==> src/common/ooo_core_consts.svh <==
`ifndef OOO_CORE_CONSTS_SVH
`define OOO_CORE_CONSTS_SVH

// architectural registers including x0
`define OOO_ARCH_REGS 32

// tag 0 is the hardwired zero
`define OOO_PHYS_REGS 64

// tags not mapped after reset
`define OOO_FREE_REGS (`OOO_PHYS_REGS - `OOO_ARCH_REGS)

// in-flight limits
`define OOO_ROB_DEPTH 16
`define OOO_RS_DEPTH 8

`endif

==> src/common/ooo_core_pkg.sv <==
`default_nettype none

`include "ooo_core_consts.svh"

package ooo_core_pkg;

    typedef logic [31:0] word_t;
    typedef logic [$clog2(`OOO_ARCH_REGS)-1:0] arch_reg_t;
    typedef logic [$clog2(`OOO_PHYS_REGS)-1:0] phys_tag_t;
    typedef logic [$clog2(`OOO_ROB_DEPTH)-1:0] rob_idx_t;

    typedef enum logic [2:0] {
        ALU_ADD,
        ALU_SUB,
        ALU_AND,
        ALU_OR,
        ALU_XOR,
        ALU_SLL,
        ALU_SRL,
        ALU_SLT
    } alu_op_e;

    // decoded instruction at the core input
    typedef struct packed {
        alu_op_e   op;
        arch_reg_t rd;
        arch_reg_t rs1;
        arch_reg_t rs2;
        logic      use_imm;
        word_t     imm;
    } inst_t;

    typedef struct packed {
        alu_op_e   op;
        logic      use_imm;
        word_t     imm;
        phys_tag_t src1_tag;
        phys_tag_t src2_tag;
        logic      src1_ready;
        logic      src2_ready;
        phys_tag_t dest_tag;
        rob_idx_t  rob_idx;
    } dispatch_t;

    // one result broadcast per cycle
    typedef struct packed {
        logic      valid;
        phys_tag_t tag;
        rob_idx_t  rob_idx;
        word_t     value;
    } wb_t;

    typedef struct packed {
        arch_reg_t rd;
        word_t     value;
    } commit_t;

endpackage

`default_nettype wire

==> src/source/phys_regfile.sv <==
`timescale 1ns/1ns
`default_nettype none

`include "ooo_core_consts.svh"

module phys_regfile (
    input  wire                          clk,
    input  wire                          rst,
    input  wire ooo_core_pkg::phys_tag_t rd_tag1,
    input  wire ooo_core_pkg::phys_tag_t rd_tag2,
    output logic                         ready1,
    output logic                         ready2,
    input  wire                          alloc_valid,
    input  wire ooo_core_pkg::phys_tag_t alloc_tag,
    input  wire ooo_core_pkg::wb_t       wb,
    input  wire ooo_core_pkg::phys_tag_t op_tag1,
    input  wire ooo_core_pkg::phys_tag_t op_tag2,
    output ooo_core_pkg::word_t          op_val1,
    output ooo_core_pkg::word_t          op_val2
);

    ooo_core_pkg::word_t regs [`OOO_PHYS_REGS];
    logic [`OOO_PHYS_REGS-1:0] valid;

    // rename side lookups
    assign ready1 = valid[rd_tag1];
    assign ready2 = valid[rd_tag2];

    // issue side operand reads
    assign op_val1 = regs[op_tag1];
    assign op_val2 = regs[op_tag2];

    always_ff @(posedge clk) begin
        if (rst) begin
            valid <= '1;
            for (int i = 0; i < `OOO_PHYS_REGS; i++)
                regs[i] <= '0;
        end else begin
            if (wb.valid && wb.tag != '0) begin    // tag 0 stays zero
                regs[wb.tag] <= wb.value;
                valid[wb.tag] <= 1'b1;
            end
            if (alloc_valid && alloc_tag != '0)
                valid[alloc_tag] <= 1'b0;          // pending until its wb
        end
    end

endmodule

`default_nettype wire

==> config.mk <==
export PLATFORM = sky130hd
export DESIGN_NAME = phys_regfile
export DESIGN_NICKNAME = d
export VERILOG_FILES = /design/src/common/ooo_core_pkg.sv /design/src/source/phys_regfile.sv
export VERILOG_INCLUDE_DIRS = /design/src /design/src/common
export SDC_FILE = /design/constraint.sdc
export NUM_CORES = 2
export LEC_CHECK = 0
export BUFFER_PORTS_ARGS = -buffer_cell sky130_fd_sc_hd__buf_2
export CORE_MARGIN = 5
export CORE_UTILIZATION = 45
export CTS_CLUSTER_SIZE = 14
export DETAILED_ROUTE_END_ITERATION = 16
export SLEW_MARGIN = 20
export SYNTH_ARGS = -nofsm -noshare
export SYNTH_HDL_FRONTEND = slang
export SYNTH_SLANG_ARGS = --single-unit
==> constraint.sdc <==
create_clock -name clk -period 9.95 [get_ports clk]
set_input_delay 1.4925 -clock clk [delete_from_list [all_inputs] [get_ports clk]]
set_output_delay 1.4925 -clock clk [all_outputs]
set_load 0.02 [all_outputs]
# After elaboration in Yosys (flattened, before gate mapping)
# Memories as Yosys holds them, arrays and structs flattened.
# Cells that the tools add are included.
[op_classes] magnitude_cmp=6 n_reduce_logical=7 n_mux=19 bitwise=3
[op_table] operator="64-bit 2-to-1 mux" count=3
[op_table] operator="64-bit bitwise AND" count=1
[op_table] operator="64-bit NOT" count=1
[op_table] operator="64-bit bitwise OR" count=1
[op_table] operator="32-bit 2-to-1 mux" count=1
[op_table] operator="32-bit OR reduction" count=1
[op_table] operator="6-bit by 7-bit less-than comparator with 1-bit output (second input constant)" count=4
[op_table] operator="1-bit binary-select mux with 6-bit select" count=2
[op_table] operator="1-bit demux with 6-bit select" count=2
[op_table] operator="6-bit by 1-bit greater-or-equal comparator with 1-bit output (second input constant)" count=2
[op_table] operator="6-bit nonzero test" count=2
[op_table] operator="1-bit 2-to-1 mux" count=10
[op_table] operator="6-bit 2-to-1 mux" count=1
[op_table] operator="1-bit logical AND" count=4
[totals] n_memories=1 out_inout_bits=66 ram_bits=2048 elab_cells=37 register_bits=64
[memory_table] name="regs" words=64 width=32 read_ports=2 rd_clocked_by_memory_dff=0 write_ports=64 line_no="phys_regfile.sv:22" source="ooo_core_pkg::word_t regs [`OOO_PHYS_REGS];"

# Depth between registers and ports, before layout
[logic_depth] word_depth=9 depth_mapped=9 ltp_nobuf=5

# Worst setup path before layout
# Ideal clock, no wire load.
[synth_timing] path_kind="input to output" start="in op_tag1[4]" end="out op_val1[2]" cell_stages=6 path_slack_ps=4768 n_path_buf=3 t_arrival_ps=3690 t_required_ps=8457 path_cell_list="clkbuf_1 -> inv_2 -> buf_1 -> nor2_1 -> clkbuf_1 -> a2111oi_0"
[synth_between] elab_chain_len=1
[synth_lines] element="start, declared" line_no="phys_regfile.sv:16" source="input wire ooo_core_pkg::phys_tag_t op_tag1,"
[synth_lines] element="memory 64 x 32 bit"
[synth_lines] element="end, declared" line_no="phys_regfile.sv:18" source="output ooo_core_pkg::word_t op_val1,"
# No other way between the ends.

# Worst setup path after layout
[layout_timing] start="in op_tag1[2]" end="out op_val1[3]"
# The elaborated chain is that of the path after synthesis.

==> flow_summary.yaml <==
die:
  die_h_um: 508.7
  ios: 142
  initial_core_util: 0.4512
  rows: 183
  core_area_mm2: 0.2480
  fp.dieArea_mm2: 0.2587
  fp.dieW_um: 508.7
routing:
  drt-initial-drc-count: 11806
  drt_wl_total_mm: 432.5
  viasPerCell: 6.793
  detail_route.wl_per_cell_um: 41.22
  dr.pass1.iters: 9
  vias: 71275
  drc_errors: 0
  postRouteAntennaNets: 0
clock_network:
  cts_buffers: 225
  clock-root-buffer: "clkbuf_16"
  cts.path.max_buffers: 3
  clk_latency_ns: 0.90
  cts_tree: "done"
  ctsHoldBuffers: 0
  cts_resized: 0
  cts-htree-levels: 4
  clk_pin_slew_worst_paths_ns: 0.06
  post_cts.repair.setup_buffers: 0
  cts.sink_count: 2112
worst_setup_path:
  worstPathRequired_ns: 8.46
  cp_slowest_cell: "a21oi_1"
  cp_top_family: "compound AO/OA/AOI/OAI gates"
  cp.arrival_ns: 5.44
  path_cells: "buf_8 > buf_12 > or3b_2 > o221ai_1 > a21oi_1 > o21ai_0 > o22ai_1 > buf_2"
  startpoint: "op_tag1[2]"
  worstReg2RegStart: "valid[0]"
  crit_path_end_kind: "output port"
  cp_max_fo: 100
  start_kind: "input port"
  max_stage_delay_ns: 0.95
  critPathBufInv: 3
  worst-setup-path-type: "input port to output port"
yosys:
  synth-edff-count: 2048
  synth.avg_cell_area_um2: 15.89
  netlist_area_mm2: 0.1119
  synthArstFlopShare: 0
  yosysUniqueCellTypes: 52
  synth-xor-area-share: 0
  synth.area.mux_share: 0.2563
  synth_seq_cells: 2112
  synth_ff_type: "edfxtp_1"
  ys_warn_count: 0
  synth-compound-area-share: 0.02519
  synthSimpleGateAreaFrac: 0.1287
  synth_fa_ha_area_frac: 0
  synth_sequential_area_ratio: 0.5611
  syn-instance-count: 7043
  synth_top_family_by_area: "multiplexers"
sta:
  finalCritPeriodShare: 0.6964
  grt_setup_unrepaired: "false"
  period_needed_ns: 6.929
  tightest_slew_ns: 1.332
  max_freq_mhz: 144.3
  maxSlewHeadroom: 0.1061
  tns_ns: 0
  final-hold-violation-count: 0
  worst_clock_skew_ns: 0
  setup_viol: 0
  maxSlewViolCount: 0
place:
  dp_hpwl_mm: 245.5
  io_buffers: 137
  place.gp.congestion: 0.9077
  placed_cells: 10029
finish:
  final_common_cell: "edfxtp_1"
  nets: 7006
  post_route_cells_drive_above_1_share: 0.2909
  final_util: 0.5011
  areaGrowthSynthToFinish_pct: 11.04
  finalNonFillerCells: 10493
  final_cell_mix: "edfxtp_1 (2,048), and2_1 (2,020), mux4_2 (1,207)"
power_and_ir_drop:
  powerDensity_mw_per_mm2: 174.9
  p_leak_nw: 41.68
  vdd_drop_max_mv: 0.2037
global_routing:
  antenna_found_initial: 86
  grt_pass1_wl_mm: 584.4
  track_usage: 0.3303
  grt_pass1_vias: 70224
  grt_max_degree: 110
  grt_overflow: 0
worst_hold_path:
  holdCritPathClass: "flop to flop"
  holdCritStartpoint: "valid[0]"
run_status:
  status: "finished clean"
run:
  maxCapViolCount: 0
kinds of logic (layout without fill, tap and decap cells):
| logic type | count (synthesis) | in the layout |
|---|---|---|
| buf+inv | 750 | 795 |
| other cells | 1 | 76 |
| flops | 2112 | 2112 |
| mux | 1354 | 1354 |
| compound gates | 420 | 420 |
| simple gates | 2406 | 2406 |
registers in the layout, indices dropped and copies added (netlist names):
register and count:
regs 2048, valid 64
through the flow:
step                      power (mW)  setup WS [ns]  instance area, um2  hold WS, ns
final                          21.73          3.021              124200       0.4792
after global routing           22.19          3.086              124200       0.5160
after CTS                      21.70          3.120              124100       0.4754
after detailed placement       13.44          3.119              116800       0.4545
after global placement         13.38          3.155              116800       0.4427
after floorplan                12.17          4.768              112000       0.4308
area by class of cell:
class / count / area, um2
Timing Repair Buffer: 377 / 2918
Multi-Input combinational cell: 4212 / 47050
Tap cell: 3330 / 4167
Sequential cell: 2112 / 62780
Clock buffer: 290 / 6076
Clock inverter: 126 / 1139
Inverter: 2 / 7.507
Antenna cell: 44 / 110.1
Fill cell: 20436 / 123700
worst paths after layout:
path	end	cells after the start	slack (ns)
worst min-delay path	valid[0]	1	0.48
worst max register to register	valid[0]	1	9.24
worst max-delay path	op_val1[3]	8	3.02
worst min register to register	valid[0]	1	0.48
layer usage:
layer / GRT usage / vias up / routed length [um]
met5: 0.002593 / - / 250
met4: 0.2014 / 38 / 29910
met3: 0.09026 / 1134 / 54980
met2: 0.4924 / 5422 / 194300
met1: 0.4337 / 37538 / 153100
li1: - / 27143 / -
power by group:
group          total [mW]  switching [mW]  internal, mW
Sequential           10.4           0.227          10.2
Clock                8.40            3.69          4.71
Combinational        2.88            1.80          1.09
synth_stat cells (all sizes together) (6+ instances only):
cell / number / area share
o22ai: 77 / 0.0043
buf: 224 / 0.011
nor3: 44 / 0.0020
nand2b: 23 / 0.0013
nand2: 83 / 0.0028
mux2i: 124 / 0.011
and2: 2022 / 0.11
a22oi: 99 / 0.0066
mux4: 1207 / 0.24
clkbuf: 524 / 0.018
nor2: 159 / 0.0053
dfxtp: 64 / 0.011
a21oi: 80 / 0.0036
nand3b: 10 / 0.00067
a2bb2oi: 12 / 0.00094
o221ai: 13 / 0.0010
o21ai: 35 / 0.0016
mux2: 23 / 0.0023
a211oi: 21 / 0.0014
edfxtp: 2048 / 0.55
o21bai: 40 / 0.0027
nand3: 21 / 0.00094
a221oi: 6 / 0.00047
a21o: 22 / 0.0015
or2: 6 / 0.00034
nor2b: 22 / 0.0012
Note: power is estimated with default switching activity, not from simulation.
