### src/common/ooo_core_consts.svh
`ifndef OOO_CORE_CONSTS_SVH
`define OOO_CORE_CONSTS_SVH

// architectural registers including x0
`define OOO_ARCH_REGS 32

// tag 0 is the hardwired zero
`define OOO_PHYS_REGS 64

// tags not mapped after reset
`define OOO_FREE_REGS (`OOO_PHYS_REGS - `OOO_ARCH_REGS)

// in-flight limits
`define OOO_ROB_DEPTH 16
`define OOO_RS_DEPTH 8

`endif

### src/common/ooo_core_pkg.sv
`default_nettype none

`include "ooo_core_consts.svh"

package ooo_core_pkg;

    typedef logic [31:0] word_t;
    typedef logic [$clog2(`OOO_ARCH_REGS)-1:0] arch_reg_t;
    typedef logic [$clog2(`OOO_PHYS_REGS)-1:0] phys_tag_t;
    typedef logic [$clog2(`OOO_ROB_DEPTH)-1:0] rob_idx_t;

    typedef enum logic [2:0] {
        ALU_ADD,
        ALU_SUB,
        ALU_AND,
        ALU_OR,
        ALU_XOR,
        ALU_SLL,
        ALU_SRL,
        ALU_SLT
    } alu_op_e;

    // decoded instruction at the core input
    typedef struct packed {
        alu_op_e   op;
        arch_reg_t rd;
        arch_reg_t rs1;
        arch_reg_t rs2;
        logic      use_imm;
        word_t     imm;
    } inst_t;

    typedef struct packed {
        alu_op_e   op;
        logic      use_imm;
        word_t     imm;
        phys_tag_t src1_tag;
        phys_tag_t src2_tag;
        logic      src1_ready;
        logic      src2_ready;
        phys_tag_t dest_tag;
        rob_idx_t  rob_idx;
    } dispatch_t;

    // one result broadcast per cycle
    typedef struct packed {
        logic      valid;
        phys_tag_t tag;
        rob_idx_t  rob_idx;
        word_t     value;
    } wb_t;

    typedef struct packed {
        arch_reg_t rd;
        word_t     value;
    } commit_t;

endpackage

`default_nettype wire

### src/rename/rename_map.sv
`timescale 1ns/1ns
`default_nettype none

`include "ooo_core_consts.svh"

module rename_map (
    input  wire                            clk,
    input  wire                            rst,
    input  wire                            accept,
    input  wire ooo_core_pkg::inst_t       inst,
    input  wire                            src1_ready,
    input  wire                            src2_ready,
    input  wire ooo_core_pkg::rob_idx_t    rob_tail,
    input  wire                            release_valid,
    input  wire ooo_core_pkg::phys_tag_t   release_tag,
    output ooo_core_pkg::phys_tag_t        src1_tag,
    output ooo_core_pkg::phys_tag_t        src2_tag,
    output logic                           can_alloc,
    output ooo_core_pkg::dispatch_t        dispatch,
    output ooo_core_pkg::phys_tag_t        old_tag,
    output ooo_core_pkg::phys_tag_t        dest_tag
);

    localparam int FL_DEPTH = `OOO_FREE_REGS;
    localparam int FL_W = $clog2(FL_DEPTH);
    localparam int CNT_W = FL_W + 1;

    ooo_core_pkg::phys_tag_t rat [`OOO_ARCH_REGS];
    ooo_core_pkg::phys_tag_t free_tags [FL_DEPTH];
    logic [FL_W-1:0] fl_head;
    logic [FL_W-1:0] fl_tail;
    logic [CNT_W-1:0] fl_count;
    logic pop;
    logic push;

    assign can_alloc = fl_count != '0;
    assign pop = accept && inst.rd != '0;        // x0 never takes a tag
    assign push = release_valid && release_tag != '0;

    assign src1_tag = rat[inst.rs1];
    assign src2_tag = rat[inst.rs2];
    assign old_tag = rat[inst.rd];
    assign dest_tag = (inst.rd != '0) ? free_tags[fl_head] : '0;

    always_comb begin
        dispatch.op = inst.op;
        dispatch.use_imm = inst.use_imm;
        dispatch.imm = inst.imm;
        dispatch.src1_tag = src1_tag;
        dispatch.src2_tag = src2_tag;
        dispatch.src1_ready = src1_ready;
        dispatch.src2_ready = src2_ready || inst.use_imm;   // imm needs no wait
        dispatch.dest_tag = dest_tag;
        dispatch.rob_idx = rob_tail;
    end

    always_ff @(posedge clk) begin
        if (rst) begin
            // identity map with the upper tags free
            for (int i = 0; i < `OOO_ARCH_REGS; i++)
                rat[i] <= ooo_core_pkg::phys_tag_t'(i);
            for (int i = 0; i < FL_DEPTH; i++)
                free_tags[i] <= ooo_core_pkg::phys_tag_t'(`OOO_ARCH_REGS + i);
            fl_head <= '0;
            fl_tail <= '0;
            fl_count <= CNT_W'(FL_DEPTH);
        end else begin
            if (pop) begin
                rat[inst.rd] <= dest_tag;
                fl_head <= fl_head + 1'b1;
            end
            if (push) begin
                free_tags[fl_tail] <= release_tag;
                fl_tail <= fl_tail + 1'b1;
            end
            fl_count <= fl_count + CNT_W'(push) - CNT_W'(pop);
        end
    end

    a_accept_needs_tag: assert property (
        @(posedge clk) disable iff (rst) accept |-> can_alloc
    );

endmodule

`default_nettype wire

### config.mk
export PLATFORM = sky130hd
export DESIGN_NAME = rename_map
export DESIGN_NICKNAME = d
export VERILOG_FILES = /design/src/common/ooo_core_pkg.sv /design/src/rename/rename_map.sv
export VERILOG_INCLUDE_DIRS = /design/src /design/src/common
export SDC_FILE = /design/constraint.sdc
export NUM_CORES = 1
export LEC_CHECK = 0
export BUFFER_PORTS_ARGS = -buffer_cell sky130_fd_sc_hd__buf_4
export CAP_MARGIN = 20
export CORE_ASPECT_RATIO = 1.25
export CORE_MARGIN = 2
export CORE_UTILIZATION = 30
export DETAILED_ROUTE_END_ITERATION = 8
export PLACE_DENSITY_LB_ADDON = 0.25
export SETUP_SLACK_MARGIN = 0.2
export SYNTH_ARGS = -nofsm -noshare
export SYNTH_HDL_FRONTEND = slang
export SYNTH_SLANG_ARGS = --single-unit
### constraint.sdc
create_clock -name clk -period 4.6 [get_ports clk]
set_input_delay 0 -clock clk [delete_from_list [all_inputs] [get_ports clk]]
set_output_delay 0 -clock clk [all_outputs]
set_load 0.02 [all_outputs]
# After elaboration in Yosys (flattened, before gate mapping)
# Memory sizes are Yosys's and may differ from the RTL's. A register that Yosys moved wholly into a read port is not among the register bits.
# Index checks and enable logic that the tools add are counted.
# word_totals
ff_bits	16
ramBits	384
in_bits	67
out_inout_bits	85
memories	2
# memory_table
memory	words	word_bits	rd	rd_ports_with_merged_regs	write_ports	line_no	text
free_tags	32	6	1	1	32	rename_map.sv:29	ooo_core_pkg::phys_tag_t free_tags [FL_DEPTH];
rat	32	6	3	0	32	rename_map.sv:28	ooo_core_pkg::phys_tag_t rat [`OOO_ARCH_REGS];
# classes
addsub	4
n_mux	17
reduce_logical	8
# ops
op	n
5-bit 2-to-1 mux	4
6-bit 2-to-1 mux	3
6-bit nonzero test	2
6-bit OR reduction	2
5-bit by 1-bit adder with 5-bit output (second input constant)	2
1-bit 2-to-1 mux	10
6-bit by 1-bit adder with 6-bit output	1
6-bit by 1-bit subtractor with 6-bit output	1
5-bit nonzero test	1
1-bit logical AND	2
1-bit logical OR	1

# Logic depth before layout (Yosys ltp)
# logic_depth
depth_word	7
depth_mapped	14
ltp_nobuf	11

# Least setup slack after synthesis
# Ideal clock, no wire load.
# synth_path
kind	input -> register
from	in inst[43] (netlist bit)
to	reg fl_count[4]
setup_time_ps	128
t_arrival_ps	2609
required_ps	4472
setup_slack_ps	1863
stages	14
path_buffers	3
cell_sequence	buf_2 buf_4 buf_2 or2_2 o21ai_0 inv_1 ha_1 inv_1 ha_1 fa_1 a21oi_1 o21bai_1 xnor2_1 nor2_1
# synth_via
elab_chain_cells	3
# synth_rtl
element	line_no	text
start, declared	rename_map.sv:10	input wire ooo_core_pkg::inst_t inst,
5-bit nonzero test	rename_map.sv:37	assign pop = accept && inst.rd != '0;
1-bit logical AND	rename_map.sv:37	
6-bit by 1-bit subtractor with 6-bit output	rename_map.sv:76	fl_count <= fl_count + CNT_W'(push) - CNT_W'(pop);
end signal, assigned	rename_map.sv:66	fl_count <= CNT_W'(FL_DEPTH);
end signal, assigned	rename_map.sv:76	
end, declared	rename_map.sv:32	logic [CNT_W-1:0] fl_count;
# No other way between the ends.
# A chain may end at the register's enable or synchronous reset.

==> flow_summary.toml <==
[sta]
max_freq_mhz = 270
fin_crit_ns = 3.70
drv_slew = 0
tightest_slew_ns = 0.996
rsz0062_at_grt = "no"
finalCritPeriodShare_pct = 80.4
setup-violations-final = 0
setup_tns_ns = 0
clock_skew_ns = 0.0639
finalHoldViolCount = 0
slew_headroom_pct = 33.6

[routing]
drt-wirelength-per-cell_um = 26.7
vias = 13800
drtPass1Iterations = 5
drtAntennaViolNets = 0
vias_per_cell = 5.47
drtIter0Drc = 1190
drc = 0
wirelength_um = 67500

[cts]
cts.clk_slew.worst_paths_ns = 0.06
cts_hold_buf = 10
clock_path_buffers = 3
cts_sinks = 405
cts_tree = "done"
post-cts-setup-buffers = 0
cts_root_buf = "clkbuf_16"
ctsResizeCount = 0
h-tree-depth = 2
numCtsBuffers = 45
clk_latency_ns = 0.62

[critical_path]
worstSetupPathType = "reg2out"
cp.required_ns = 4.60
cp_max_fo = 14
endpoint_kind = "output port"
start_kind = "register"
arrival_ns = 3.70

[synthesis]
yosysTopAreaCell = "edfxtp_1"
yosysSeqAreaShare_pct = 52.8
synth_area_um2 = 22600
synth-seq-cells = 405
synth_ff_type = "edfxtp_1"
async_flop_share_pct = 0
yosys_warnings = 0
synth_area_per_cell_um2 = 14.4
ys_top_cells_by_area = "edfxtp_1, mux4_2, or3_1"
synthCells = 1574
synth_cell_types = 60
post-synth-top-count-cell = "edfxtp_1"
synth_edf_count = 384
netlist.area_leader.share_pct = 51.0
synth_commonest_cells = "edfxtp_1, mux4_2, nor2_1"

[finish]
diodes = 0
area_growth_pct = 10.7
stdcell_count = 2526
final_layout_size_suffix_gt1_share_pct = 29.1
nets = 1602

[global_route]
grt_pass1_vias = 14500
antenna_found_initial = 0
grt_use_total_pct = 17.3
grt_overflow = 0
grt_max_degree = 50
grt_pass1_wl_um = 99000

[pwr]
power_density_nw_per_um2 = 363
ir_drop_mv = 0.288
p_leak_nw = 7.34

[hold_path]
hp-class = "in2out"

[floorplanning]
die_width_um = 250
die_y_um = 311
io_pins = 152
core_area_um2 = 74700
start_util_pct = 30.3
fp.dieArea_um2 = 77600
rows = 112

[placed_design]
portBuffers = 71
placed_cells = 2433
hpwlAfterDp_um = 45200
gp_congestion = 0.841

[job]
max_cap_violations = 0

[run_status]
status = "complete, no violations"
==> power by group <==
group	switching [mW]	internal, mW	leakage, nW
registers	0.0599	4.12	3.47
clock network	1.61	2.00	0.686
logic	0.765	0.531	3.19
==> kinds of logic (layout without fill, tap and decap cells) <==
family	Yosys count	after routing	share of synthesized area [%]
AOI/OAI and AO/OA	78	78	2.68
muxes	250	250	24.0
DFF	405	405	52.8
buffers and inverters	234	212	5.58
adders and majority gates	14	14	0.807
other	1	6	0.0166
xor gates and xnor gates	10	10	0.387
and+or+nand+nor	582	582	13.7
==> final timing paths <==
path	slack, ns	to	cells past startpoint	startpoint
worst max-delay path	0.90	dest_tag[3]	7	register
worst min-delay path	0.00003	dispatch[46]	0	inst[22]
worst max register to register	1.40	rat[26][2]$_SDFFCE_PN0P_	6	register
worst min register to register	0.54	register	2	fl_head[4]$_SDFFE_PP0N_
==> stage by stage <==
step / power (mW) / utilization, % / hold slack, ns / instance area, µm² / worst slack, ns
finish: 9.09 / 33.5 / 0.0000325 / 25000 / 0.900
global route: 9.37 / 33.5 / 0.000115 / 25000 / 0.735
CTS: 9.16 / 33.5 / 0.000137 / 25000 / 0.875
detailed placement: 5.57 / 31.4 / 0.000137 / 23500 / 1.41
floorplan: 5.20 / - / 0.113 / 22600 / 1.86
global placement: 5.54 / 31.4 / 0.000137 / 23500 / 1.45
==> routing by layer <==
metal  part of all wire, %  GRT usage [%]  up-vias
met5                     0              0        -
met4                   3.9           6.93        0
met3                   5.9           3.26      141
met2                    52           30.5      555
met1                    39           20.7     7130
li1                      -              -     5988
==> cell type report <==
class                      instances  area (µm²)
timing repair buffer             116         921
tap                              969        1210
sequential                       405       12000
fill                            7231       49700
clock inverter                    30         304
clock buffer                      53        1160
multi-input combinational        940        9440
inverter                          13        48.8
==> worst max-delay path: stages, from the launching register on <==
cell and delay, ns:
dfxtp_2 0.62, buf_4 0.38, mux4_2 0.28, o22ai_1 0.09, or4_1 0.90, buf_4 0.30, nor2_1 0.29, buf_4 0.21
==> sequential cells by signal, summed over array words and instances, names as in the netlist, named ones only <==
| name | count |
|---|---|
| fl_count | 6 |
| free_tags | 192 |
| fl_tail | 5 |
| fl_head | 5 |
| rat | 192 |
==> cells in the final DEF, fill, tap and decap left out, types with 10 or more instances in the layout <==
| master | netlist | final |
|---|---|---|
| edfxtp_1 | 384 | 384 |
| mux4_2 | 206 | 206 |
| nor2_1 | 118 | 118 |
| buf_4 | 62 | 104 |
| or3_1 | 102 | 102 |
| nand2_1 | 90 | 90 |
| and2_1 | 69 | 69 |
| nor3_1 | 63 | 63 |
| clkbuf_16 | 0 | 45 |
| or2_2 | 39 | 39 |
| nand2b_1 | 26 | 26 |
| nor4_1 | 22 | 22 |
| mux4_1 | 20 | 20 |
| dfxtp_1 | 21 | 19 |
| mux2_2 | 18 | 18 |
| o22ai_1 | 20 | 18 |
| o21ai_0 | 17 | 17 |
| o31ai_1 | 15 | 15 |
| inv_1 | 13 | 13 |
| ha_1 | 13 | 13 |
| nand3_1 | 10 | 10 |
| dlygate4sd3_1 | 0 | 10 |
No activity file was read; power rests on OpenSTA's default activity.
