$ cat src/common/ooo_core_consts.svh
`ifndef OOO_CORE_CONSTS_SVH
`define OOO_CORE_CONSTS_SVH

// architectural registers including x0
`define OOO_ARCH_REGS 32

// tag 0 is the hardwired zero
`define OOO_PHYS_REGS 64

// tags not mapped after reset
`define OOO_FREE_REGS (`OOO_PHYS_REGS - `OOO_ARCH_REGS)

// in-flight limits
`define OOO_ROB_DEPTH 16
`define OOO_RS_DEPTH 8

`endif

$ cat src/common/ooo_core_pkg.sv
`default_nettype none

`include "ooo_core_consts.svh"

package ooo_core_pkg;

    typedef logic [31:0] word_t;
    typedef logic [$clog2(`OOO_ARCH_REGS)-1:0] arch_reg_t;
    typedef logic [$clog2(`OOO_PHYS_REGS)-1:0] phys_tag_t;
    typedef logic [$clog2(`OOO_ROB_DEPTH)-1:0] rob_idx_t;

    typedef enum logic [2:0] {
        ALU_ADD,
        ALU_SUB,
        ALU_AND,
        ALU_OR,
        ALU_XOR,
        ALU_SLL,
        ALU_SRL,
        ALU_SLT
    } alu_op_e;

    // decoded instruction at the core input
    typedef struct packed {
        alu_op_e   op;
        arch_reg_t rd;
        arch_reg_t rs1;
        arch_reg_t rs2;
        logic      use_imm;
        word_t     imm;
    } inst_t;

    typedef struct packed {
        alu_op_e   op;
        logic      use_imm;
        word_t     imm;
        phys_tag_t src1_tag;
        phys_tag_t src2_tag;
        logic      src1_ready;
        logic      src2_ready;
        phys_tag_t dest_tag;
        rob_idx_t  rob_idx;
    } dispatch_t;

    // one result broadcast per cycle
    typedef struct packed {
        logic      valid;
        phys_tag_t tag;
        rob_idx_t  rob_idx;
        word_t     value;
    } wb_t;

    typedef struct packed {
        arch_reg_t rd;
        word_t     value;
    } commit_t;

endpackage

`default_nettype wire

$ cat src/issue/alu_station.sv
`timescale 1ns/1ns
`default_nettype none

`include "ooo_core_consts.svh"

module alu_station (
    input  wire                          clk,
    input  wire                          rst,
    input  wire                          dispatch_valid,
    input  wire ooo_core_pkg::dispatch_t dispatch,
    output logic                         has_space,
    output ooo_core_pkg::phys_tag_t      op_tag1,
    output ooo_core_pkg::phys_tag_t      op_tag2,
    input  wire ooo_core_pkg::word_t     op_val1,
    input  wire ooo_core_pkg::word_t     op_val2,
    output ooo_core_pkg::wb_t            wb
);

    localparam int DEPTH = `OOO_RS_DEPTH;
    localparam int IDX_W = $clog2(DEPTH);

    ooo_core_pkg::dispatch_t slots [DEPTH];
    logic [DEPTH-1:0] slot_valid;
    logic [DEPTH-1:0] slot_ready;
    logic [IDX_W-1:0] free_idx;
    logic [IDX_W-1:0] issue_idx;
    logic issue_valid;
    ooo_core_pkg::dispatch_t issue_ent;
    ooo_core_pkg::word_t alu_b;
    ooo_core_pkg::word_t alu_y;

    assign has_space = !(&slot_valid);

    // lowest free slot and lowest ready slot
    always_comb begin
        free_idx = '0;
        issue_idx = '0;
        for (int i = DEPTH - 1; i >= 0; i--) begin
            slot_ready[i] = slot_valid[i] && slots[i].src1_ready && slots[i].src2_ready;
            if (!slot_valid[i])
                free_idx = IDX_W'(i);
            if (slot_ready[i])
                issue_idx = IDX_W'(i);
        end
        issue_valid = |slot_ready;
    end

    assign issue_ent = slots[issue_idx];
    assign op_tag1 = issue_ent.src1_tag;
    assign op_tag2 = issue_ent.src2_tag;
    assign alu_b = issue_ent.use_imm ? issue_ent.imm : op_val2;

    always_comb begin
        case (issue_ent.op)
            ooo_core_pkg::ALU_ADD: alu_y = op_val1 + alu_b;
            ooo_core_pkg::ALU_SUB: alu_y = op_val1 - alu_b;
            ooo_core_pkg::ALU_AND: alu_y = op_val1 & alu_b;
            ooo_core_pkg::ALU_OR:  alu_y = op_val1 | alu_b;
            ooo_core_pkg::ALU_XOR: alu_y = op_val1 ^ alu_b;
            ooo_core_pkg::ALU_SLL: alu_y = op_val1 << alu_b[4:0];
            ooo_core_pkg::ALU_SRL: alu_y = op_val1 >> alu_b[4:0];
            ooo_core_pkg::ALU_SLT: alu_y = {31'b0, $signed(op_val1) < $signed(alu_b)};
            default:               alu_y = '0;
        endcase
    end

    always_ff @(posedge clk) begin
        if (rst) begin
            slot_valid <= '0;
        end else begin
            if (issue_valid)
                slot_valid[issue_idx] <= 1'b0;
            if (dispatch_valid)
                slot_valid[free_idx] <= 1'b1;
        end
    end

    always_ff @(posedge clk) begin
        for (int i = 0; i < DEPTH; i++) begin    // wakeup
            if (wb.valid && slots[i].src1_tag == wb.tag)
                slots[i].src1_ready <= 1'b1;
            if (wb.valid && slots[i].src2_tag == wb.tag)
                slots[i].src2_ready <= 1'b1;
        end
        if (dispatch_valid) begin
            slots[free_idx] <= dispatch;
            // catch a broadcast in the dispatch cycle
            slots[free_idx].src1_ready <= dispatch.src1_ready ||
                (wb.valid && wb.tag == dispatch.src1_tag);
            slots[free_idx].src2_ready <= dispatch.src2_ready ||
                (wb.valid && wb.tag == dispatch.src2_tag);
        end
    end

    always_ff @(posedge clk) begin
        wb.tag <= issue_ent.dest_tag;
        wb.rob_idx <= issue_ent.rob_idx;
        wb.value <= alu_y;
        if (rst)
            wb.valid <= 1'b0;
        else
            wb.valid <= issue_valid;
    end

    a_dispatch_has_slot: assert property (
        @(posedge clk) disable iff (rst) dispatch_valid |-> has_space
    );

endmodule

`default_nettype wire

$ cat config.mk
export PLATFORM = sky130hd
export DESIGN_NAME = alu_station
export DESIGN_NICKNAME = d
export VERILOG_FILES = /design/src/common/ooo_core_pkg.sv /design/src/issue/alu_station.sv
export VERILOG_INCLUDE_DIRS = /design/src /design/src/common
export SDC_FILE = /design/constraint.sdc
export NUM_CORES = 1
export LEC_CHECK = 0
export BUFFER_PORTS_ARGS = -buffer_cell sky130_fd_sc_hd__buf_4
export CAP_MARGIN = 25
export CORE_ASPECT_RATIO = 2
export CORE_MARGIN = 10
export CORE_UTILIZATION = 40
export DETAILED_ROUTE_END_ITERATION = 10
export PLACE_DENSITY_LB_ADDON = 0.25
export SLEW_MARGIN = 30
export SYNTH_ARGS = -nofsm -noshare
export SYNTH_HDL_FRONTEND = slang
export SYNTH_SLANG_ARGS = --single-unit
$ cat constraint.sdc
create_clock -name clk -period 7.7 [get_ports clk]
set_clock_uncertainty 0.2 [all_clocks]
set_input_delay 0.77 -clock clk [delete_from_list [all_inputs] [get_ports clk]]
set_output_delay 0.77 -clock clk [all_outputs]
set_load 0.005 [all_outputs]
# Word level (Yosys, flattened, before mapping)

Memories as Yosys holds them, arrays and structs flattened.
Index checks and enable logic that the tools add are counted.

Muxes and demuxes: 61
$lt $le $gt $ge: 5
Reductions and logical operators: 42
Equal/unequal tests: 25
Bitwise operators: 8
Shift-type cells: 2
$add $sub $neg: 2

Operators with widths:

| cell               | number |
|---|---|
| $pmux 32 s8        | 1 |
| $eq 6x6->1         | 18 |
| $mux 3             | 16 |
| $mux 1             | 38 |
| $logic_and 1x1->1  | 36 |
| $add 32x32->32     | 1 |
| $and 32x32->32     | 1 |
| $lt 32x32->1       | 1 |
| $mux 32            | 1 |
| $or 32x32->32      | 1 |
| $shl 32x5->32      | 1 |
| $shr 32x5->32      | 1 |
| $sub 32x32->32     | 1 |
| $xor 32x32->32     | 1 |
| $mux 8             | 3 |
| $eq 3x3->1 const B | 4 |
| $and 8x8->8        | 1 |
| $lt 3x4->1 const B | 2 |
| $not 8->8          | 1 |
| $or 8x8->8         | 1 |
| $reduce_and 8->1   | 1 |
| $reduce_or 8->1    | 1 |
| $demux 1 s3        | 2 |
| $eq 3x2->1 const B | 2 |
| other kinds (6)    | 9 |

Memories: 1
Output and inout bits: 56
Register bits after elaboration: 51
Logic and storage cells: 151
Memory bits (writable): 480

Memory list:

| memory | depth | width | rd ports | clocked after Yosys merged registers in | wr ports | RTL line          | source |
|---|---|---|---|---|---|---|---|
| slots  | 8     | 60    | 9        | 0                                       | 9        | alu_station.sv:22 | `ooo_core_pkg::dispatch_t slots [DEPTH];` |

# Logic depth before layout (Yosys ltp)

An unclocked memory read counts as a cell.

Depth in word-level cells: 21
Mapped depth: 27
Mapped depth without buffers: 21

# Worst setup path before layout

Ideal clock, no wire load.

Kind: register to register
Start point: reg slot_valid[2]
End point: reg wb[31] in the netlist's numbering
Library setup time: 0.120 ns
Arrival time: 5.994 ns
Path buffers: 6
Period minus slack after synthesis: 6.313 ns
Stages on the path, launching flop included: 25
Setup slack: 1.387 ns
Cells stage by stage: dfxtp_1 -> and3_1 -> buf_2 -> nor2_1 -> a31oi_1 -> clkbuf_1 -> nor4_1 -> or4_1 -> mux2i_1 -> buf_2 -> buf_2 -> buf_1 -> ha_1 -> clkbuf_1 -> a21oi_1 -> nand2b_1 -> a21o_1 -> o211ai_1 -> a311oi_1 -> o41ai_1 -> a21oi_1 -> o41ai_1 -> o221ai_1 -> mux2i_1 -> a211o_1

Word-level cells in the longest chain between the ends: 9

Ends and longest elaborated chain:

| element                                | RTL line          | source |
|---|---|---|
| start: declaration                     | alu_station.sv:23 | `logic [DEPTH-1:0] slot_valid;` |
| start signal: assignment               | alu_station.sv:69 | `slot_valid <= '0;` |
| start signal: indexed assignment       | alu_station.sv:72 | `slot_valid[issue_idx] <= 1'b0;` |
| start signal: indexed assignment       | alu_station.sv:74 | `slot_valid[free_idx] <= 1'b1;` |
| $logic_and 1x1->1 (*) (2 in series)    | alu_station.sv:39 | `slot_ready[i] = slot_valid[i] && slots[i].src1_ready && slots[i].src2_ready;` |
| $mux 3 (*) (3 in series)               | alu_station.sv:42 | `if (slot_ready[i])` |
| $mem_v2 8x60 (*)                       | n/a               |  |
| $mux 32                                | alu_station.sv:51 | `assign alu_b = issue_ent.use_imm ? issue_ent.imm : op_val2;` |
| $sub 32x32->32 (tied with other cells) | alu_station.sv:56 | `ooo_core_pkg::ALU_SUB: alu_y = op_val1 - alu_b;` |
| $pmux 32 s8 (*)                        | alu_station.sv:54 | `case (issue_ent.op)` |
| net alu_y[31]                          | alu_station.sv:30 | `ooo_core_pkg::word_t alu_y;` |
| end: declaration                       | alu_station.sv:16 | `output ooo_core_pkg::wb_t wb` |

The timed path passes the listed nets; every way through them passes the cells marked *.
A chain may end at the register's enable or synchronous reset.

# Worst setup path after layout

Start point: reg slot_valid[3]
End point: reg wb[31] in the netlist's numbering

Word-level cells in the longest chain between the ends: 10

Ends and longest elaborated chain:

| element                                | RTL line |
|---|---|
| $logic_and 1x1->1 (*) (2 in series)    | alu_station.sv:39 |
| $mux 3 (*) (4 in series)               | alu_station.sv:42 |
| $mem_v2 8x60 (*)                       | n/a |
| $mux 32                                | alu_station.sv:51 |
| $sub 32x32->32 (tied with other cells) | alu_station.sv:56 |
| $pmux 32 s8 (*)                        | alu_station.sv:54 |
| net alu_y[31]                          | alu_station.sv:30 |

Marks and branches as above.

==> summary.md <==
| Metric | Value |
|---|---|
| Status | finished clean |
| Worst setup margin | between 0.5 and 0.6 ns |
| Post-synthesis cell type count | just under 80 |
| Synth area leaders | edfxtp_1, mux2i_1, nand2_1, dfxtp_1, ha_1 |
| Critical Path AT | between 7 and 8 ns |
| ANT nets after route | 0 |
| Top-count cell post-synth | edfxtp_1 |
| HP Class | in -> reg |
| Worst skew pair latency | a little over 0.6 ns |
| Critical-path maximum fanout | between 150 and 200 |
| Root Driver | clkbuf_16 |
| Hold_ws | around 0.18 ns |
| Mapped Cells | between 2,000 and 3,000 |
| Internal | about 5.3 mW |
| Crit. End Element | flop |
| Pleak | 12.7 nW |
| Drt wl/cell | 29.5 um |
| Post-route minimum period | ~7.1 ns |
| Worst R2R Setup Slack | roughly 0.56 ns |
| Final #Nets | between 3,000 and 4,000 |
| Die Y | approximately 400 um |
| # setup viols final | 0 |
| Worst EP required | approximately 8 ns |
| Post-synth ARST share | 0% |
| Clk pwr share | roughly a third |
| PD cells | ~230 mW/mm^2 |
| Switching Fraction | roughly a third |
| Cell Count Post-Placement | 3,768 |
| Port Buf Inserts | between 150 and 200 |
| Finished Layout Cells | just under 4,000 |
| # clock sinks | 531 |
| Final TNS setup | 0 ns |
| Final Cycle Share | between 90% and 100% |
| PostCTS Resize Cnt | 0 |
| Pins Over Slew Limit | 0 |
| Syn avg cell area | between 10 and 15 um^2 |
| Drt via density | approximately 6 |
| Achievable clock frequency | ~140 MHz |
| DR iter-0 viols | approximately 1,900 |
| Rows | 140 |
| Largest net degree at the start of global routing | roughly 150 |
| Total number of vias | 23,500 |
| Layout area overhead | 14.2% |
| Layout cells sized above 1 | about an eighth |
| Core Area | a little over 0.07 mm^2 |
| Syn nets | 2,992 |
| Combinational power share | between 20% and 30% |
| Area leader, netlist | edfxtp_1 |
| Layout filler cell count | ~6,800 |
| Main synth FF type | edfxtp_1 |
| RSZ-0062 raised after global routing | false |
| Residual DRC | 0 |
| IO Count | between 150 and 200 |
| Hold-fix buffers, CTS | 0 |
| Startpoint Class | flop |
| Seq/Total Area, Yosys | 52.2% |
| Max Buffers Root-to-Sink | 3 |
| Initial core utilization | between 40% and 50% |
| Vias in the first global route | roughly 24,000 |
| Flip-flop and latch count after synthesis | 531 |
| Chip width | between 200 and 250 um |
| Routability Congestion | ~1.1 |
| Syn. warnings | 0 |
| Final hold viol count | 0 |
| Reg power frac | about 42% |
| Post-synth EDFFs | 464 |
| TritonCTS Buffers | 48 |
| Antenna violations before repair | 9 |
| Post-detail-place hpwl | just over 80,000 um |
| Critical path class | reg -> reg |
| Post-CTS Setup Inserts | 0 |
| Least-Margin Pin Slew | ~1.1 ns |
| DRT Wirelength | 114,000 um |
| Global-route wire length before repair | around 160,000 um |
| Worst VDD drop | roughly 0.21 mV |
| Total GRT Usage | 26.0% |
| Total gr overflow | 0 |
| Final Power | slightly below 8 mW |
| Place WS | around 0.73 ns |
| H-tree depth | 2 |
| Switch Pwr | between 2 and 3 mW |
| Syn Std Cell Area | between 0.02 and 0.03 mm^2 |
| Most frequent cells after synthesis | edfxtp_1, nand2_1, a21oi_1 |
| Max_cap viols | 0 |
| Rel. slew slack | approximately a quarter |
| Clock transition at path regs | 0.07 ns |
| First-pass iteration count of the detailed router | 6 |
| Die ar. | approximately 0.085 mm^2 |
| Post-synth top area share | a little under half |
| CTS tree | done |
[logic make-up after synthesis]
kind of cell / share of synthesized area, %
DFF: 52.2
and+or+nand+nor: 13.1
muxes: 7.59
buffers and inverters: 4.06
adders and majority gates: 4.28
xor gates and xnor gates: 4.01
AOI/OAI and AO/OA: 14.8
[metrics by stage]
step,instance area (um^2),util [%]
floorplan,29300,-
global placement,31800,43.7
detailed placement,31800,43.8
CTS,33400,45.9
global route,33400,46.0
finish,33400,46.0
[cell type report]
type	count	area (um^2)	area share [%]
antenna	1	2.50	0.00748
multi-input combinational	1949	13000	38.8
clock buffer	61	1270	3.80
inverter	103	388	1.16
clock inverter	25	307	0.916
tap	923	1150	3.45
timing repair buffer	263	2060	6.16
sequential	531	15300	45.7
[critical path, cell delays in order (launching register included)]
cell,delay (ns)
dfxtp_1,0.46
and3_1,0.43
o211ai_2,0.22
o21ai_4,0.24
buf_12,0.64
a221o_1,0.27
nand4_1,0.14
mux2i_4,0.31
clkinv_1,0.19
ha_1,0.35
a21o_1,0.13
a21oi_1,0.08
nand2b_1,0.19
a21o_1,0.22
o211ai_1,0.43
a311oi_1,0.28
o41ai_1,0.41
buf_4,0.20
a21oi_1,0.14
o41ai_1,0.74
o221ai_1,0.27
mux2i_1,0.17
a211o_1,0.27
[flip-flops by register name (all words and copies together) (netlist names)]
| name | count |
|---|---|
| wb | 43 |
| slot_valid | 8 |
| slots | 480 |
[per-layer routing]
metal | track usage (%) | vias up | wire length, um
met5 | 0 | - | 84
met1 | 26.1 | 11600 | 38400
met4 | 19.5 | 14 | 9780
met2 | 46.7 | 1019 | 58500
met3 | 4.79 | 332 | 6990
li1 | - | 10500 | -
[cell usage in the layout (no fill, tap or decap), types with 50 or more instances in the layout]
cell	n
edfxtp_1	464
nand2_1	456
buf_4	256
a21oi_1	204
mux2i_1	198
nor2_1	126
inv_1	101
ha_1	97
xnor2_1	75
a32oi_1	71
o21ai_0	70
dfxtp_1	67
xor2_1	59
nand3_1	50
[worst paths after layout]
| kind | startpoint | cells after the start | to |
|---|---|---|---|
| worst max-delay path | slot_valid[3] | 22 | wb[31] |
| worst min-delay path | dispatch[9] | 1 | slots[4][9] |
| worst max register to register | slot_valid[3] | 22 | wb[31] |
| worst min register to register | slots[4][11] | 2 | slots[4][11] |
[power by group through the flow]
stage	logic [mW]	registers (mW)	clock network, mW
after CTS	2.02	3.30	2.51
after global placement	2.00	3.36	0
after detailed placement	2.01	3.37	0
after global routing	2.18	3.31	2.61
after floorplan	1.17	3.36	0
final	2.07	3.30	2.46
Power figures use the tool's default switching activity.
